**config.mk**
```make
export PLATFORM = sky130hd
export DESIGN_NAME = pi_controller
export DESIGN_NICKNAME = d
export VERILOG_FILES = /design/src/myo_pkg.sv /design/src/pi_controller.sv
export VERILOG_INCLUDE_DIRS = /design/src /design/src/src
export SDC_FILE = /design/constraint.sdc
export NUM_CORES = 2
export LEC_CHECK = 0
export ABC_CLOCK_PERIOD_IN_PS = 35500
export BUFFER_PORTS_ARGS = -buffer_cell sky130_fd_sc_hd__buf_4
export CORE_MARGIN = 2
export CORE_UTILIZATION = 72
export CTS_BUF_LIST = sky130_fd_sc_hd__clkbuf_8
export DETAILED_ROUTE_END_ITERATION = 6
export PLACE_DENSITY = 0.91
export SLEW_MARGIN = 30
export SYNTH_ARGS = -nofsm -noshare
export SYNTH_HDL_FRONTEND = slang
export SYNTH_SLANG_ARGS = --single-unit
```
**constraint.sdc**
```tcl
create_clock -name clock -period 35.5 [get_ports clock]
set_input_delay 1.775 -clock clock [delete_from_list [all_inputs] [get_ports clock]]
set_output_delay 1.775 -clock clock [all_outputs]
set_load 0.03 [all_outputs]
```
**src/myo_params.svh**
```systemverilog
// constants shared by the motor control core
// motor count and data widths, SPI timing and controller gain shift
// host register selects and the value returned for a bad read
`ifndef MYO_PARAMS_SVH
`define MYO_PARAMS_SVH

`define MYO_NUM_MOTORS 4
`define MYO_MOTOR_W 8
`define MYO_POS_W 32
`define MYO_PARAM_W 16
`define MYO_FRAME_W 32
`define MYO_SCK_HALF 2
`define MYO_GAIN_SHIFT 4

// per-motor selects live in the upper address byte
`define MYO_SEL_KP 8'h00
`define MYO_SEL_KI 8'h01
`define MYO_SEL_SP 8'h02
`define MYO_SEL_OUT_POS_MAX 8'h03
`define MYO_SEL_OUT_NEG_MAX 8'h04
`define MYO_SEL_INT_POS_MAX 8'h05
`define MYO_SEL_INT_NEG_MAX 8'h06
`define MYO_SEL_DEADBAND 8'h07
`define MYO_SEL_POSITION 8'h08
`define MYO_SEL_PWM 8'h09
`define MYO_SEL_CTRL_RESET 8'h0A
// global selects ignore the motor byte
`define MYO_SEL_SCAN_ENABLE 8'h10
`define MYO_SEL_UPDATE_PERIOD 8'h11

`define MYO_BAD_READ 32'hDEADBEEF

`endif
```
**src/myo_pkg.sv**
```systemverilog
// shared types of the motor control core
// per-motor controller settings, per-motor state and the host request
`include "myo_params.svh"

package myo_pkg;

	// one motor's PI settings as written by the host
	// everything is 16 bits except the 32 bit setpoint
	typedef struct packed {
		logic signed [`MYO_PARAM_W-1:0] kp;
		logic signed [`MYO_PARAM_W-1:0] ki;
		logic signed [`MYO_POS_W-1:0] sp;
		logic signed [`MYO_PARAM_W-1:0] out_pos_max;
		logic signed [`MYO_PARAM_W-1:0] out_neg_max;
		logic signed [`MYO_PARAM_W-1:0] int_pos_max;
		logic signed [`MYO_PARAM_W-1:0] int_neg_max;
		logic signed [`MYO_PARAM_W-1:0] deadband;
	} pi_settings_t;

	// last position received from the board and the PWM that goes out next
	typedef struct packed {
		logic signed [`MYO_POS_W-1:0] position;
		logic signed [`MYO_PARAM_W-1:0] pwm;
	} motor_state_t;

	// host request, both strobes are single cycle
	// address holds the select in the upper byte and the motor in the lower byte
	typedef struct packed {
		logic read;
		logic write;
		logic [15:0] address;
		logic [31:0] writedata;
	} bus_req_t;

endpackage

```
**src/pi_controller.sv**
```systemverilog
// per-motor PI controller
// deadband on the error, clamped integral, shifted and clamped output
`timescale 1ns/1ps
`include "myo_params.svh"

module pi_controller (
	input  logic clock,
	input  logic reset,
	input  logic clear_i,
	input  logic update_i,
	input  myo_pkg::pi_settings_t settings_i,
	input  logic signed [`MYO_POS_W-1:0] position_i,
	output myo_pkg::motor_state_t state_o
);
	// wide enough that kp times the 33 bit error never overflows
	localparam int ACC_W = 64;

	logic signed [`MYO_PARAM_W-1:0] integ_q;
	logic signed [ACC_W-1:0] err_raw;
	logic signed [ACC_W-1:0] err_mag;
	logic signed [ACC_W-1:0] err;
	logic signed [ACC_W-1:0] integ_sum;
	logic signed [ACC_W-1:0] integ_new;
	logic signed [ACC_W-1:0] out_sum;
	logic signed [ACC_W-1:0] out_shift;
	logic signed [ACC_W-1:0] out_new;

	always_comb begin
		err_raw = settings_i.sp - position_i;
		err_mag = (err_raw < 0) ? -err_raw : err_raw;
		// small errors count as zero so the motor does not hunt
		err = (err_mag <= settings_i.deadband) ? '0 : err_raw;
		integ_sum = integ_q + err;
		if (integ_sum > settings_i.int_pos_max) begin
			integ_new = settings_i.int_pos_max;
		end else if (integ_sum < settings_i.int_neg_max) begin
			integ_new = settings_i.int_neg_max;
		end else begin
			integ_new = integ_sum;
		end
		// the integral term uses the integral after this update
		out_sum = settings_i.kp * err + settings_i.ki * integ_new;
		out_shift = out_sum >>> `MYO_GAIN_SHIFT;
		if (out_shift > settings_i.out_pos_max) begin
			out_new = settings_i.out_pos_max;
		end else if (out_shift < settings_i.out_neg_max) begin
			out_new = settings_i.out_neg_max;
		end else begin
			out_new = out_shift;
		end
	end

	always_ff @(posedge clock or posedge reset) begin
		if (reset) begin
			integ_q <= '0;
			state_o <= '0;
		end else if (clear_i) begin
			// the position stays, only the control history goes
			integ_q <= '0;
			state_o.pwm <= '0;
		end else if (update_i) begin
			integ_q <= integ_new[`MYO_PARAM_W-1:0];
			state_o.pwm <= out_new[`MYO_PARAM_W-1:0];
			state_o.position <= position_i;
		end
	end

	a_pwm_in_limits: assert property (@(posedge clock) disable iff (reset)
		(update_i && !clear_i && settings_i.out_neg_max <= settings_i.out_pos_max) |=>
		(state_o.pwm <= $past(settings_i.out_pos_max) &&
		state_o.pwm >= $past(settings_i.out_neg_max)))
		else $error("PWM outside the output limits after an update");

endmodule

```
==> results.md <==
- Outcome: finished, violations left
- Violated checks: design-rule violations
- CTS Root Buffer Type: sky130_fd_sc_hd__clkbuf_8
- Most frequently used flop master after synthesis: sky130_fd_sc_hd__dfrtp_1
- Data required time of the critical path: 35,770 ps
- Vias: 51,527
- Max-slew headroom at the worst pin: 25.4%
- Chip Height: 297 µm
- CTS clk-pin slew, worst paths: 100 ps
- Worst hold slack: 493 ps
- Share of Yosys cell area claimed by the top area cell type: 46.2%
- Worst hold-check path type: flop to flop
- Initial antenna violation count: 12
- Reg-to-reg setup timing slack: 17,360 ps
- Cell area after placement: 64,400 µm²
- Hold Path Cell Cnt: 2
- Critical path class: input pin to flop
- Setup repair after global routing missed its margin: false
- Crit path max fanout: 93
- Number of cells traversed by the worst register-to-register path: 62
- Hold_sp: state_o[45]
- Hold Vio Cnt, Final: 0
- Drt first-iter violations: 5,626
- Total of max-cap violations: 0
- CTS Buf Count: 9
- Cell type with the highest aggregate area in the netlist: sky130_fd_sc_hd__fa_1
- Warnings, synthesis: 0
- Via density per instance: 6.21
- Reg2Reg Launch Point: integ_q[1]
- Number of synthesized flops with an enable pin: 0
- Slew Limit Fails: 0
- Initial core utilization: 72.5%
- Post-DP HPWL: 153 mm
- Arrival time of the worst setup path: 26,330 ps
- Crit end category: flop
- Flip-flop and latch count after synthesis: 64
- Total Nets Final: 9,346
- Min cycle time layout: 26,060 ps
- Die area: 88,100 µm²
- Post-layout worst setup margin: 9440 ps
- Area Growth Syn to Fin: 4.73%
- Delay of the slowest cell on the worst path: 820 ps
- Routed WL: 183 mm
- Sequential-to-total area share from yosys stat: 2.59%
- Post-cts repair resize count: 0
- Maximum level of the CTS H-tree: 3
- Leading cell type by number of instances after synthesis: sky130_fd_sc_hd__inv_1
- Cell repeated most along the worst path: sky130_fd_sc_hd__fa_1
- Worst clock skew: 39.9 ps
- Dominant cells by area after synthesis: sky130_fd_sc_hd__fa_1 46%, sky130_fd_sc_hd__ha_1 12%, sky130_fd_sc_hd__inv_1 10%, sky130_fd_sc_hd__nand2_1 6.7%, sky130_fd_sc_hd__and2_1 2.6%
- I/O pin cnt: 228
- Cell family with the largest share of critical-path delay: compound AO/OA/AOI/OAI gates
- Final routed DRC violation total: 2
- Crit path max-delay cell type: sky130_fd_sc_hd__buf_4
- Avg Synthesized Cell Area: 8.67 µm²
- Die boundary width: 297 µm
- Core area: 85,100 µm²
- Num rows: 107
- FMAX: 38.4 MHz
- Count of clock tree sinks: 64
- End of the worst register-to-register path: state_o[12]
- Pin count of the biggest net entering global routing: 97
- Count of nets left with antenna violations after detail routing: 0
- Count of hold-fix buffers inserted at cts: 0
- Per-cell routed wire length: 22.1 µm
- Async set-or-reset flop fraction in the synthesized netlist: 100%
- First-pass GRT wire length: 296 mm
- Total congestion overflow: 0
- Overall routing resource usage: 43.1%
- Port Buffers: 227
- Startpoint class of the critical path: input pin
- Setup violation total in the final timing report: 0
- Final std cell area, no fill: 64,700 µm²
- Final TNS setup: 0 ps
- WHS Endpoint: state_o[45]
- Number of instances in the synthesized netlist: 7,125
- Setup repair bufs after CTS: 0
- RePlAce Congestion: 0.988
- Detailed-routing iteration count for the pre-antenna-repair pass: 7
- Buffers and inverters on the worst path: 13
- Vias in the first global route: 55,995
- Clock latency on the worst-skew pair: 450 ps
- Worst Max-Slew Pin Slew: 1110 ps
- Syn Std Cell Area: 61,800 µm²
- Share of layout cells above drive strength 1: 5.56%
- Maximum clock insertion buffer count: 2
- Most frequent cells after synthesis: 1,653 x sky130_fd_sc_hd__inv_1, 1,427 x sky130_fd_sc_hd__fa_1, 1,096 x sky130_fd_sc_hd__nand2_1
- Count of cell types in the netlist: 101
- Final critical-path share of the clock period: 73.4%
- Clock tree from TritonCTS: built
- Post-Place Setup Slack: 9260 ps
-- final cells by class --
class	instances	area, µm²
Antenna cell	4	10.0
Clock buffer	9	124
Clock inverter	7	125
Fill cell	5428	20500
Inverter	1654	6210
Multi-Input combinational cell	5098	52800
Sequential cell	64	1600
Tap cell	1144	1430
Timing Repair Buffer	313	2350
-- worst max path at each step --
stage                   startpoint  cells after the start          end
CTS                  position_i[0]                     88  state_o[12]
floorplan           settings_i[80]                     89   state_o[8]
global route         position_i[1]                     90  state_o[15]
detailed placement   position_i[0]                     88  state_o[12]
finish               position_i[1]                     89  state_o[12]
global placement    settings_i[80]                     89  state_o[12]
-- through the flow --
step,util [%],instances
after floorplan,-,7155
after global placement,75.6,8273
after detailed placement,75.6,8273
after CTS,75.9,8289
after global routing,76.0,8291
final,76.0,8293
-- placed cells by master (no fill, tap or decap), types with 31 or more instances in the layout --
cell type / instances
sky130_fd_sc_hd__inv_1: 1650
sky130_fd_sc_hd__fa_1: 1427
sky130_fd_sc_hd__nand2_1: 1095
sky130_fd_sc_hd__ha_1: 599
sky130_fd_sc_hd__buf_4: 312
sky130_fd_sc_hd__a21oi_1: 267
sky130_fd_sc_hd__and2_1: 257
sky130_fd_sc_hd__nor2_1: 189
sky130_fd_sc_hd__o21ai_0: 160
sky130_fd_sc_hd__a21o_1: 132
sky130_fd_sc_hd__and3_1: 126
sky130_fd_sc_hd__xnor2_1: 120
sky130_fd_sc_hd__nand4_1: 79
sky130_fd_sc_hd__dfrtp_1: 64
sky130_fd_sc_hd__nand2b_1: 57
sky130_fd_sc_hd__xor2_1: 56
sky130_fd_sc_hd__mux2i_1: 46
sky130_fd_sc_hd__nand3_1: 45
sky130_fd_sc_hd__o21a_1: 31
sky130_fd_sc_hd__conb_1: 31
-- per-layer routing --
layer,routed length (µm),GRT usage [%],part of all wire [%]
met1,61800,53.7,34
met2,81500,66.1,44
met3,29000,17.2,16
met4,11000,20.5,6.0
met5,68,0,0.037
-- logic make-up after synthesis --
logic type	synth area share [%]
multiplexers	0.837
flip-flops	2.59
AND/OR/NAND/NOR	15.0
adder cells (fa/ha/maj)	58.4
AO/OA/AOI/OAI	8.37
buffers and inverters	12.2
other	0.00607
XOR/XNOR	2.56
-- worst register-to-register path, delay by kind of cell (launching register included) --
kind,cells,cell delay [ps]
adders and majority gates,12,5280
AOI/OAI and AO/OA,23,5180
and+or+nand+nor,13,3510
buffers and inverters,8,2020
muxes,3,850
xor gates and xnor gates,3,770
DFF,1,410
-- sequential cells by signal, summed over array words and instances (netlist names) --
| register | flops |
|---|---|
| state_o | 48 |
| integ_q | 16 |
Power is not shown: default switching activity piles up to over one toggle a cycle in this logic, so the estimate is an artifact.
