**src/myo_params.svh**
```systemverilog
// constants shared by the motor control core
// motor count and data widths, SPI timing and controller gain shift
// host register selects and the value returned for a bad read
`ifndef MYO_PARAMS_SVH
`define MYO_PARAMS_SVH

`define MYO_NUM_MOTORS 4
`define MYO_MOTOR_W 8
`define MYO_POS_W 32
`define MYO_PARAM_W 16
`define MYO_FRAME_W 32
`define MYO_SCK_HALF 2
`define MYO_GAIN_SHIFT 4

// per-motor selects live in the upper address byte
`define MYO_SEL_KP 8'h00
`define MYO_SEL_KI 8'h01
`define MYO_SEL_SP 8'h02
`define MYO_SEL_OUT_POS_MAX 8'h03
`define MYO_SEL_OUT_NEG_MAX 8'h04
`define MYO_SEL_INT_POS_MAX 8'h05
`define MYO_SEL_INT_NEG_MAX 8'h06
`define MYO_SEL_DEADBAND 8'h07
`define MYO_SEL_POSITION 8'h08
`define MYO_SEL_PWM 8'h09
`define MYO_SEL_CTRL_RESET 8'h0A
// global selects ignore the motor byte
`define MYO_SEL_SCAN_ENABLE 8'h10
`define MYO_SEL_UPDATE_PERIOD 8'h11

`define MYO_BAD_READ 32'hDEADBEEF

`endif
```
**src/myo_pkg.sv**
```systemverilog
// shared types of the motor control core
// per-motor controller settings, per-motor state and the host request
`include "myo_params.svh"

package myo_pkg;

	// one motor's PI settings as written by the host
	// everything is 16 bits except the 32 bit setpoint
	typedef struct packed {
		logic signed [`MYO_PARAM_W-1:0] kp;
		logic signed [`MYO_PARAM_W-1:0] ki;
		logic signed [`MYO_POS_W-1:0] sp;
		logic signed [`MYO_PARAM_W-1:0] out_pos_max;
		logic signed [`MYO_PARAM_W-1:0] out_neg_max;
		logic signed [`MYO_PARAM_W-1:0] int_pos_max;
		logic signed [`MYO_PARAM_W-1:0] int_neg_max;
		logic signed [`MYO_PARAM_W-1:0] deadband;
	} pi_settings_t;

	// last position received from the board and the PWM that goes out next
	typedef struct packed {
		logic signed [`MYO_POS_W-1:0] position;
		logic signed [`MYO_PARAM_W-1:0] pwm;
	} motor_state_t;

	// host request, both strobes are single cycle
	// address holds the select in the upper byte and the motor in the lower byte
	typedef struct packed {
		logic read;
		logic write;
		logic [15:0] address;
		logic [31:0] writedata;
	} bus_req_t;

endpackage

```
**src/scan_sequencer.sv**
```systemverilog
// scan sequencer of the motor control core
// walks the motors in order, starts one SPI frame per motor,
// spaces whole rounds by the update period and strobes the controller updates
`timescale 1ns/1ps
`include "myo_params.svh"

module scan_sequencer (
	input  logic clock,
	input  logic reset,
	input  logic scan_enable_i,
	input  logic [31:0] update_period_i,
	input  logic frame_done_i,
	input  myo_pkg::motor_state_t [`MYO_NUM_MOTORS-1:0] state_i,
	output logic start_o,
	output logic [`MYO_MOTOR_W-1:0] motor_o,
	output logic [`MYO_FRAME_W-1:0] tx_word_o,
	output logic [`MYO_NUM_MOTORS-1:0] update_o
);
	localparam int IDX_W = $clog2(`MYO_NUM_MOTORS);

	typedef enum logic [1:0] {S_IDLE, S_FRAME, S_WAIT} seq_state_t;

	seq_state_t state;
	logic [31:0] round_cnt;
	logic period_met;
	logic last_motor;

	// round_cnt holds the cycles since the last motor 0 start, so the
	// next start in the following cycle lands exactly one period later
	assign period_met = ({1'b0, round_cnt} + 33'd1) >= {1'b0, update_period_i};
	assign last_motor = motor_o == `MYO_MOTOR_W'(`MYO_NUM_MOTORS - 1);
	// PWM goes in the upper half of the frame and the lower half is zero
	assign tx_word_o = {state_i[motor_o[IDX_W-1:0]].pwm, {(`MYO_FRAME_W-`MYO_PARAM_W){1'b0}}};

	always_ff @(posedge clock or posedge reset) begin
		if (reset) begin
			state <= S_IDLE;
			start_o <= 1'b0;
			motor_o <= '0;
			update_o <= '0;
			round_cnt <= '0;
		end else begin
			start_o <= 1'b0;
			update_o <= '0;
			if (start_o && motor_o == '0) begin
				round_cnt <= 32'd1;
			end else if (round_cnt != '1) begin
				round_cnt <= round_cnt + 32'd1;
			end
			case (state)
				S_IDLE: begin
					// a fresh scan always begins with motor 0 and no wait
					if (scan_enable_i) begin
						motor_o <= '0;
						start_o <= 1'b1;
						state <= S_FRAME;
					end
				end
				S_FRAME: begin
					if (frame_done_i) begin
						// the motor just served gets its controller update
						update_o[motor_o[IDX_W-1:0]] <= 1'b1;
						if (!scan_enable_i) begin
							motor_o <= '0;
							state <= S_IDLE;
						end else if (!last_motor) begin
							motor_o <= motor_o + 1'b1;
							start_o <= 1'b1;
						end else if (period_met) begin
							motor_o <= '0;
							start_o <= 1'b1;
						end else begin
							motor_o <= '0;
							state <= S_WAIT;
						end
					end
				end
				S_WAIT: begin
					if (!scan_enable_i) begin
						state <= S_IDLE;
					end else if (period_met) begin
						start_o <= 1'b1;
						state <= S_FRAME;
					end
				end
				default: state <= S_IDLE;
			endcase
		end
	end

	a_done_in_frame: assert property (@(posedge clock) disable iff (reset)
		frame_done_i |-> state == S_FRAME)
		else $error("frame done reported while no frame was started");

endmodule

```
**config.mk**
```make
export PLATFORM = sky130hd
export DESIGN_NAME = scan_sequencer
export DESIGN_NICKNAME = d
export VERILOG_FILES = /design/src/myo_pkg.sv /design/src/scan_sequencer.sv
export VERILOG_INCLUDE_DIRS = /design/src /design/src/src
export SDC_FILE = /design/constraint.sdc
export NUM_CORES = 1
export LEC_CHECK = 0
export BUFFER_PORTS_ARGS = -buffer_cell sky130_fd_sc_hd__buf_2
export CELL_PAD_IN_SITES_DETAIL_PLACEMENT = 0
export CELL_PAD_IN_SITES_GLOBAL_PLACEMENT = 2
export CORE_MARGIN = 3
export CORE_UTILIZATION = 22
export CTS_CLUSTER_DIAMETER = 80
export DETAILED_ROUTE_END_ITERATION = 6
export PLACE_DENSITY_LB_ADDON = 0.3
export SLEW_MARGIN = 20
export SYNTH_ARGS = -nofsm -noshare
export SYNTH_HDL_FRONTEND = slang
export SYNTH_SLANG_ARGS = --single-unit
```
**constraint.sdc**
```tcl
create_clock -name clock -period 5 [get_ports clock]
set_clock_uncertainty 0.2 [all_clocks]
set_input_delay 0.25 -clock clock [delete_from_list [all_inputs] [get_ports clock]]
set_output_delay 0.25 -clock clock [all_outputs]
set_load 0.02 [all_outputs]
```
==> impl_results.md <==
* Top-Level Pins at 273
* Number of warnings issued by yosys at 0
* Remaining max-slew budget at the tightest pin at 0.446
* Cell with the largest stage delay on the worst path: or4_1
* Starting density of the core at 0.226
* Proportion of layout cells with a drive suffix above 1 at 0.294
* Distinct cell type count of the synthesized netlist at 44
* GRT Residual Overflow at 0
* Area growth from synthesis to layout at 25.9%
* Met1 routing resource usage after global routing at 0.132
* Die height at 139 µm
* Detailed-route vias per instance at 4.42
* Worst setup margin at 0.498 ns
* Setup TNS at 0 ns
* Layer carrying the most global-route usage: met2
* Outcome: finished clean
* Met3 demand-to-capacity share in global routing at 0.0244
* Cell Pwr Density at 244 nW/µm²
* GP Congestion at 0.735
* Fin. max-slew vios at 0
* Arr. time, crit path at 4.49 ns
* Fillcell total at 1884
* Place WS at 0.410 ns
* First-iteration detailed-routing DRC count at 127
* Final Critical Period at 4.50 ns
* Largest fanout of any net on the critical path at 7
* Mapped cell area at 3920 µm²
* Width of the chip at 139 µm
* CTS Buf Count at 5
* Number of failing setup endpoints in the final timing report at 0
* Combined buffer and inverter count along the critical path at 0
* Most frequently used flop master after synthesis: dfrtp_1
* Dominant delay contributor by cell family on the critical path: simple AND/OR/NAND/NOR gates
* Post-detailed-route count of antenna-violating nets at 0
* Average cell area after synthesis at 8.85 µm²
* Number of synthesized flops with an enable pin at 0
* Detailed-route wire length at 10700 µm
* Row cnt at 48
* F_max at 222 MHz
* Antenna violations before repair at 0
* Proportion of synthesized flip-flops having asynchronous set or reset at 1.00
* Number of buffer cells added on primary ports at 128
* Wire length of the first global-routing pass at 17700 µm
* Path type of the worst min-delay path: input port to flip-flop
* HPWL reported at the end of detailed placement at 8620 µm
* TritonCTS clock tree: done
* Antenna cell count at 0
* Flops & latches, synth at 47
* Post-layout nets at 832
* Delay of the slowest cell on the worst path at 0.73 ns
* Utilization after layout at 0.284
* Total power draw at 1.20 mW
* Synth area leader: dfrtp_1
* Leading post-synthesis cells by cell area: dfrtp_1 (30%), ha_1 (12%), mux4_2 (9.2%)
* Buffer levels on the longest clock path at 2
* Crit path kind: flip-flop to flip-flop
* Area share of the leading cell type in the synthesized netlist at 0.300
* Slew at the pin closest to its max-slew limit at 0.831 ns
* VDD IR max at 0.192 mV
* Chain of cells forming the critical path: ha_1 > nand3_2 > or4_1 > nor3_1 > and3_1 > xor2_1 > ha_1 > and4_1 > nor4bb_1 > o21ai_0 > a21oi_1 > nor3_1 > a221oi_1
* Buffer type at the clock tree root: clkbuf_16
* CTS HTree Levels at 2
* CTS sink count at 47
* Total DRC errors in the routed layout at 0
* LEAKAGE at 2.69 nW
* Total track usage at 0.111
* Via count at 3506
* Post-Syn Instances at 443
* Kind of start point of the critical path: flip-flop
* CP Capture Type: flip-flop
* Number of max-cap violations at 0
* Drt pass-1 iters at 4
* Pin count of the biggest net entering global routing at 48
* Worst Hold Slack at 0.0418 ns
* WL/cell at 13.5 µm
* Met2 usage in global routing at 0.203
* Core Footprint at 17400 µm²
* Worst-path clk slew at 0.07 ns
* Fraction of the yosys area taken by sequential cells at 0.300
* Period Utilization, post-route at 0.900
* Via count of the first global-routing pass at 3717
* Hold Violations, Final at 0
* Required time at the endpoint of the critical path at 4.99 ns
* Unrepaired setup endpoints after global routing: false
* Die area at 19500 µm²
* Clock latency of the later-clocked register in the worst-skew pair at 0.29 ns
[cell type report]
class                   instances  area, µm²  area share
clock buffers                   6        129      0.0261
clock inverters                 2       60.1      0.0122
inverters                      57        214      0.0434
multi-input cells             323       2390       0.485
flip-flops and latches         47       1180       0.238
well taps                     225        282      0.0571
repair buffers                133        681       0.138
[per-layer routing]
layer,vias to the layer above,wire length [µm]
met5,-,0
met4,0,110
met3,5,701
met2,124,5390
met1,1627,4520
li1,1750,-
[cell usage after synthesis, types with 2 or more instances]
master	number
buf_2	2
and3_1	21
clkbuf_1	9
and2_1	7
buf_1	2
o21ai_0	18
xor2_1	15
o31ai_1	3
inv_1	57
nand3_1	15
a31oi_1	2
xnor2_1	16
a21boi_0	2
ha_1	37
nor2b_1	4
mux4_2	16
and4_1	5
nor3_1	10
or3_1	2
nor3_2	7
mux2i_1	3
or2_2	2
buf_4	16
or4_1	2
nand4_1	7
buf_6	2
nor2_1	23
nand2_1	34
a21o_1	2
nand2b_1	5
dfrtp_1	47
a21oi_1	36
nor4_1	3
[placed cells by master (no fill, tap or decap), types with 16 or more instances in the layout]
cell,Yosys,routed
buf_2,2,128
inv_1,57,56
dfrtp_1,47,47
ha_1,37,37
a21oi_1,36,36
nand2_1,34,34
nor2_1,23,23
and3_1,21,21
o21ai_0,18,18
xnor2_1,16,16
mux4_2,16,16
conb_1,1,16
[worst reg2reg max path: stages, from the launching register on]
cell and delay, ns:
dfrtp_1 0.43, ha_1 0.23, nand3_2 0.15, or4_1 0.73, nor3_1 0.39, and3_1 0.28
xor2_1 0.09, ha_1 0.29, and4_1 0.26, nor4bb_1 0.53, o21ai_0 0.20, a21oi_1 0.22
nor3_1 0.15, a221oi_1 0.26
[kinds of logic (layout without fill, tap and decap cells)]
| family | count (synthesis) | count (layout) | share of synthesized area |
|---|---|---|---|
| simple gates | 153 | 153 | 0.214 |
| buf+inv | 88 | 198 | 0.104 |
| compound gates | 67 | 67 | 0.0936 |
| flops | 47 | 47 | 0.300 |
| fa+ha+maj | 37 | 37 | 0.118 |
| xor+xnor | 31 | 31 | 0.0693 |
| mux | 19 | 19 | 0.0996 |
| other cells | 1 | 16 | 0.000957 |
[flip-flops by register name, indices dropped and copies added (netlist names)]
name	cells
round_cnt	32
motor_o	8
update_o	4
state	2
start_o	1
[through the flow]
step | cells | cell area [µm²]
final | 793 | 4930
after global routing | 793 | 4930
after CTS | 793 | 4930
after detailed placement | 784 | 4730
after global placement | 784 | 4730
after floorplan | 458 | 3980
[power by group]
part | internal (mW) | leakage, nW | switching [mW] | total, mW
logic | 0.153 | 1.95 | 0.191 | 0.344
registers | 0.399 | 0.645 | 0.0258 | 0.425
clock network | 0.287 | 0.0911 | 0.147 | 0.434
[path summary, 6_finish.rpt]
check / start / endpoint / slack (ns) / depth (start not counted)
setup / recovery: round_cnt[0] / state[0] / 0.50 / 13
hold / removal: scan_enable_i / start_o / 0.04 / 3
setup reg to reg: round_cnt[0] / state[0] / 0.50 / 13
hold reg to reg: motor_o[7] / motor_o[7] / 0.33 / 1
max in group asynchronous: reset / round_cnt[6] / 3.68 / 4
min in group asynchronous: reset / motor_o[7] / 0.48 / 4
[timing repair]
item                                   CTS  global route
endpoints found under the hold margin   47             0
hold buffers                             1             0
resized for setup                        0             0
buffers inserted                         0             0
No activity file was read; power rests on OpenSTA's default activity.
