===== config.mk =====
export PLATFORM = sky130hd
export DESIGN_NAME = myo_reg_bank
export DESIGN_NICKNAME = d
export VERILOG_FILES = /design/src/myo_pkg.sv /design/src/myo_reg_bank.sv
export VERILOG_INCLUDE_DIRS = /design/src /design/src/src
export SDC_FILE = /design/constraint.sdc
export NUM_CORES = 2
export LEC_CHECK = 0
export ABC_AREA = 1
export BUFFER_PORTS_ARGS = -buffer_cell sky130_fd_sc_hd__buf_2
export CORE_MARGIN = 4
export CORE_UTILIZATION = 29
export CTS_BUF_LIST = sky130_fd_sc_hd__clkbuf_2 sky130_fd_sc_hd__clkbuf_4 sky130_fd_sc_hd__clkbuf_8
export DETAILED_ROUTE_END_ITERATION = 10
export GPL_TIMING_DRIVEN = 0
export PLACE_DENSITY = 0.51
export SYNTH_ARGS = -nofsm -noshare
export SYNTH_HDL_FRONTEND = slang
export SYNTH_SLANG_ARGS = --single-unit

===== constraint.sdc =====
create_clock -name clock -period 22.3 [get_ports clock]
set_input_delay 0 -clock clock [delete_from_list [all_inputs] [get_ports clock]]
set_output_delay 0 -clock clock [all_outputs]
set_load 0.05 [all_outputs]

===== src/myo_params.svh =====
// constants shared by the motor control core
// motor count and data widths, SPI timing and controller gain shift
// host register selects and the value returned for a bad read
`ifndef MYO_PARAMS_SVH
`define MYO_PARAMS_SVH

`define MYO_NUM_MOTORS 4
`define MYO_MOTOR_W 8
`define MYO_POS_W 32
`define MYO_PARAM_W 16
`define MYO_FRAME_W 32
`define MYO_SCK_HALF 2
`define MYO_GAIN_SHIFT 4

// per-motor selects live in the upper address byte
`define MYO_SEL_KP 8'h00
`define MYO_SEL_KI 8'h01
`define MYO_SEL_SP 8'h02
`define MYO_SEL_OUT_POS_MAX 8'h03
`define MYO_SEL_OUT_NEG_MAX 8'h04
`define MYO_SEL_INT_POS_MAX 8'h05
`define MYO_SEL_INT_NEG_MAX 8'h06
`define MYO_SEL_DEADBAND 8'h07
`define MYO_SEL_POSITION 8'h08
`define MYO_SEL_PWM 8'h09
`define MYO_SEL_CTRL_RESET 8'h0A
// global selects ignore the motor byte
`define MYO_SEL_SCAN_ENABLE 8'h10
`define MYO_SEL_UPDATE_PERIOD 8'h11

`define MYO_BAD_READ 32'hDEADBEEF

`endif

===== src/myo_pkg.sv =====
// shared types of the motor control core
// per-motor controller settings, per-motor state and the host request
`include "myo_params.svh"

package myo_pkg;

	// one motor's PI settings as written by the host
	// everything is 16 bits except the 32 bit setpoint
	typedef struct packed {
		logic signed [`MYO_PARAM_W-1:0] kp;
		logic signed [`MYO_PARAM_W-1:0] ki;
		logic signed [`MYO_POS_W-1:0] sp;
		logic signed [`MYO_PARAM_W-1:0] out_pos_max;
		logic signed [`MYO_PARAM_W-1:0] out_neg_max;
		logic signed [`MYO_PARAM_W-1:0] int_pos_max;
		logic signed [`MYO_PARAM_W-1:0] int_neg_max;
		logic signed [`MYO_PARAM_W-1:0] deadband;
	} pi_settings_t;

	// last position received from the board and the PWM that goes out next
	typedef struct packed {
		logic signed [`MYO_POS_W-1:0] position;
		logic signed [`MYO_PARAM_W-1:0] pwm;
	} motor_state_t;

	// host request, both strobes are single cycle
	// address holds the select in the upper byte and the motor in the lower byte
	typedef struct packed {
		logic read;
		logic write;
		logic [15:0] address;
		logic [31:0] writedata;
	} bus_req_t;

endpackage


===== src/myo_reg_bank.sv =====
// host register file of the motor control core
// per-motor PI settings, scan enable and update period
// write decode, controller clear strobes and the registered read mux
`timescale 1ns/1ps
`include "myo_params.svh"

module myo_reg_bank (
	input  logic clock,
	input  logic reset,
	input  myo_pkg::bus_req_t bus_i,
	input  myo_pkg::motor_state_t [`MYO_NUM_MOTORS-1:0] state_i,
	output logic [31:0] readdata_o,
	output logic read_valid_o,
	output myo_pkg::pi_settings_t [`MYO_NUM_MOTORS-1:0] settings_o,
	output logic [`MYO_NUM_MOTORS-1:0] ctrl_clear_o,
	output logic scan_enable_o,
	output logic [31:0] update_period_o
);
	import myo_pkg::*;

	localparam int IDX_W = $clog2(`MYO_NUM_MOTORS);

	logic [15-`MYO_MOTOR_W:0] sel;
	logic [`MYO_MOTOR_W-1:0] motor;
	logic [IDX_W-1:0] idx;
	logic in_range;
	pi_settings_t [`MYO_NUM_MOTORS-1:0] settings_q;
	pi_settings_t cur;
	motor_state_t cur_state;
	logic [31:0] read_mux;

	// 16 bit fields read back as signed 32 bit words
	function automatic logic [31:0] sext_param(input logic [`MYO_PARAM_W-1:0] v);
		return {{(32-`MYO_PARAM_W){v[`MYO_PARAM_W-1]}}, v};
	endfunction

	assign sel = bus_i.address[15:`MYO_MOTOR_W];
	assign motor = bus_i.address[`MYO_MOTOR_W-1:0];
	assign idx = motor[IDX_W-1:0];
	// motor bytes past the last board select nothing
	assign in_range = motor < `MYO_MOTOR_W'(`MYO_NUM_MOTORS);
	assign cur = settings_q[idx];
	assign cur_state = state_i[idx];
	assign settings_o = settings_q;

	always_ff @(posedge clock or posedge reset) begin
		if (reset) begin
			settings_q <= '0;
			ctrl_clear_o <= '0;
			scan_enable_o <= 1'b0;
			update_period_o <= '0;
		end else begin
			// the clear is a strobe, so it drops again after one cycle
			ctrl_clear_o <= '0;
			if (bus_i.write) begin
				if (in_range) begin
					case (sel)
						`MYO_SEL_KP: settings_q[idx].kp <= bus_i.writedata[`MYO_PARAM_W-1:0];
						`MYO_SEL_KI: settings_q[idx].ki <= bus_i.writedata[`MYO_PARAM_W-1:0];
						`MYO_SEL_SP: settings_q[idx].sp <= bus_i.writedata;
						`MYO_SEL_OUT_POS_MAX:
							settings_q[idx].out_pos_max <= bus_i.writedata[`MYO_PARAM_W-1:0];
						`MYO_SEL_OUT_NEG_MAX:
							settings_q[idx].out_neg_max <= bus_i.writedata[`MYO_PARAM_W-1:0];
						`MYO_SEL_INT_POS_MAX:
							settings_q[idx].int_pos_max <= bus_i.writedata[`MYO_PARAM_W-1:0];
						`MYO_SEL_INT_NEG_MAX:
							settings_q[idx].int_neg_max <= bus_i.writedata[`MYO_PARAM_W-1:0];
						`MYO_SEL_DEADBAND:
							settings_q[idx].deadband <= bus_i.writedata[`MYO_PARAM_W-1:0];
						`MYO_SEL_CTRL_RESET: ctrl_clear_o[idx] <= bus_i.writedata != '0;
						default: ;
					endcase
				end
				case (sel)
					`MYO_SEL_SCAN_ENABLE: scan_enable_o <= bus_i.writedata != '0;
					`MYO_SEL_UPDATE_PERIOD: update_period_o <= bus_i.writedata;
					default: ;
				endcase
			end
		end
	end

	always_comb begin
		read_mux = `MYO_BAD_READ;
		if (in_range) begin
			case (sel)
				`MYO_SEL_KP: read_mux = sext_param(cur.kp);
				`MYO_SEL_KI: read_mux = sext_param(cur.ki);
				`MYO_SEL_SP: read_mux = cur.sp;
				`MYO_SEL_OUT_POS_MAX: read_mux = sext_param(cur.out_pos_max);
				`MYO_SEL_OUT_NEG_MAX: read_mux = sext_param(cur.out_neg_max);
				`MYO_SEL_INT_POS_MAX: read_mux = sext_param(cur.int_pos_max);
				`MYO_SEL_INT_NEG_MAX: read_mux = sext_param(cur.int_neg_max);
				`MYO_SEL_DEADBAND: read_mux = sext_param(cur.deadband);
				`MYO_SEL_POSITION: read_mux = cur_state.position;
				`MYO_SEL_PWM: read_mux = sext_param(cur_state.pwm);
				default: ;
			endcase
		end
		// global registers answer whatever the motor byte holds
		case (sel)
			`MYO_SEL_SCAN_ENABLE: read_mux = {31'b0, scan_enable_o};
			`MYO_SEL_UPDATE_PERIOD: read_mux = update_period_o;
			default: ;
		endcase
	end

	always_ff @(posedge clock or posedge reset) begin
		if (reset) begin
			read_valid_o <= 1'b0;
		end else begin
			read_valid_o <= bus_i.read;
		end
	end

	// read data is only meaningful while read_valid_o is high
	always_ff @(posedge clock) begin
		if (bus_i.read) begin
			readdata_o <= read_mux;
		end
	end

	a_read_answered: assert property (@(posedge clock) disable iff (reset)
		bus_i.read |=> read_valid_o && !$isunknown(readdata_o))
		else $error("read strobe was not answered with known data one cycle later");

endmodule


==> flow_summary.json <==
{
  "fill_cells": 14545,
  "synthesis.instances": 5704,
  "fin_area_um2": 49100,
  "worst_pin_slew_ps": 1560,
  "startpoint_type": "input pin",
  "async_reset_ff_share_pct": 95.0,
  "wl_per_cell_um": 34.2,
  "skew_ps": 51.7,
  "setup_viol_count_final": 0,
  "violations": "max-capacitance violations, max-slew violations",
  "ys_types": 34,
  "hold_start": "bus_i[28]",
  "cap_violations": 3,
  "synth-edff-count": 32,
  "die_w_um": 371,
  "grt_pass1_wl_um": 391000,
  "worstHoldPathType": "input pin to register",
  "ant_nets": 0,
  "yosys_warnings": 0,
  "total_leakage_power_uw": 0.0261,
  "ys_ff_latch": 646,
  "final_cell_mix": "2242 x nand2_1, 971 x buf_2, 614 x dfrtp_1",
  "grt_pass1_vias": 44178,
  "start_util_pct": 29.3,
  "ys_seq_area_share_pct": 42.8,
  "netlist_area_um2": 38200,
  "final_common_cell": "nand2_1",
  "cp_data_arrival_time_ps": 4980,
  "use_met1_pct": 52.6,
  "drc_errors": 0,
  "rsz0062_at_grt": "false",
  "drt_iter0_markers": 6928,
  "holdPathStages": 4,
  "cts_buffer_depth": 3,
  "ys.flop_type": "dfrtp_1",
  "overflow": 0,
  "path_class": "input pin to register",
  "die_area_um2": 137000,
  "hpwl_um": 235000,
  "vias": 48190,
  "die_h_um": 371,
  "peakVddDrop_mv": 0.0558,
  "numClockSinks": 646,
  "status": "complete, but fails checks",
  "synth_nets": 5948,
  "drv_slew": 31,
  "powerDensity_nw_per_um2": 60.5,
  "nNetsFinal": 7098,
  "postSynthAreaPerCell_um2": 6.69,
  "path_cells": "clkbuf_1, buf_2, clkbuf_1, clkbuf_1, nand2_1, nand2_1, dlygate4sd3_1, nand2_1, nand2_1, dlygate4sd3_1, a21oi_1, nand2_1, nor2_1, nand2_1, dlygate4sd3_1, nand2_1, nand2_1",
  "cts.clk_slew.worst_paths_ps": 60,
  "relSlewSlack_pct": -4.30,
  "finalCriticalPeriod_ps": 4210,
  "antenna_found_initial": 26,
  "gp_congestion": 1.02,
  "core_um2": 130000,
  "grt_util_all_layers_pct": 41.8,
  "htreeDepth": 4,
  "met2_usage_pct": 60.1,
  "area_growth_pct": 28.7,
  "tns_ps": 0,
  "top_usage_layer": "met2",
  "cp_slowest_cell": "clkbuf_1",
  "first_pass_iters": 6,
  "port_buffers": 871,
  "r2r-end": "readdata_o[0]",
  "grt_start_max_net_pins": 108,
  "critPathMaxFanout": 10,
  "cts_root_buffer": "clkbuf_8",
  "cts_buffers": 133,
  "cts_tree": "yes",
  "grt_use_met3_pct": 16.5,
  "drive_gt1_share_pct": 18.3,
  "slowest_delay_ps": 1060,
  "rr_worst_depth": 9,
  "cp.required_ps": 23070,
  "insertion_delay_ps": 910,
  "reg2reg_slack_ps": 19120,
  "cp_common_cell": "nand2_1",
  "ios": 890,
  "fmax_mhz": 238,
  "rows": 132,
  "place_area_um2": 44900,
  "wl_um": 298000,
  "end_kind": "register",
  "period_share_pct": 18.9,
  "hold_viol_final": 0,
  "avgViaCountPerCell": 5.53
}
cells by family after synthesis:
| family | Yosys count | synth area share, % |
|---|---|---|
| compound gates | 905 | 13.4 |
| flops | 646 | 42.8 |
| mux | 46 | 1.22 |
| buf+inv | 899 | 9.39 |
| simple gates | 3208 | 33.2 |
metrics by stage:
stage          power (uW)  std cells  hold WS, ps  utilization (%)  setup slack, ps
5_1_grt              3040       8699         49.1             37.7            18070
3_5_place_dp         1570       8324         52.2             34.5            17840
4_1_cts              2960       8696         5.68             37.7            18240
6_report             2970       8710         68.4             37.7            18090
2_1_floorplan        1380       5704         31.4                -             5110
3_3_place_gp         1570       8317          342             34.3            -4970
repair_timing:
action                                 4_1_cts  5_1_grt
gates resized for setup                      0        0
setup buffers                                0        0
hold buffers                               137        0
endpoints found under the hold margin      503        0
report_power, final:
| group | internal [uW] | switching [uW] | total [uW] |
|---|---|---|---|
| logic | 88.2 | 312 | 400 |
| clock network | 756 | 625 | 1380 |
| registers | 1190 | 4.34 | 1190 |
| total | 2030 | 942 | 2970 |
per-layer routing:
layer  share of wire [%]  wire length, um
met1                  38           114000
met2                  41           123000
met3                  13            39400
met4                 7.3            21600
met5               0.023               69
final cells by class:
type                            count  area [um^2]  share of cell area, %
Multi-Input combinational cell   4159        18300                   37.2
Sequential cell                   646        16300                   33.2
Timing Repair Buffer             1015         5910                   12.0
Clock buffer                      214         2610                   5.32
Tap cell                         1742         2180                   4.44
Inverter                          499         1880                   3.83
Buffer                            400         1720                   3.49
Clock inverter                     21          198                  0.402
Antenna cell                       14         35.0                 0.0713
critical path, delay by kind of cell:
family	cells	cell delay (ps)
AOI/OAI and AO/OA	1	80
buffers and inverters	7	4030
and+or+nand+nor	9	820
cell usage after synthesis (9+ instances only):
cell type / number / area, um^2
clkbuf_1: 231 / 867
buf_4: 21 / 158
edfxtp_1: 32 / 961
o21ai_0: 402 / 2010
mux2i_1: 43 / 430
nand2_1: 2242 / 8420
o211ai_1: 224 / 1680
nor2_1: 557 / 2090
nand3b_1: 10 / 75.1
o21ai_1: 213 / 1070
nor4_1: 9 / 56.3
a21oi_1: 60 / 300
buf_1: 45 / 169
nand4_1: 16 / 100
inv_1: 488 / 1830
buf_2: 99 / 495
nand3_1: 342 / 1710
dfrtp_1: 614 / 15400
nor3_1: 12 / 60.1
worst max path at each step:
stage	start	to	cells past startpoint
after global routing	bus_i[32]	readdata_o[7]	17
after CTS	bus_i[32]	readdata_o[7]	17
after global placement	reset	asynchronous set/reset pin	2
final	bus_i[32]	readdata_o[7]	17
after floorplan	reset	asynchronous set/reset pin	1
after detailed placement	bus_i[32]	readdata_o[16]	12
(Power assumes the default switching activity.)
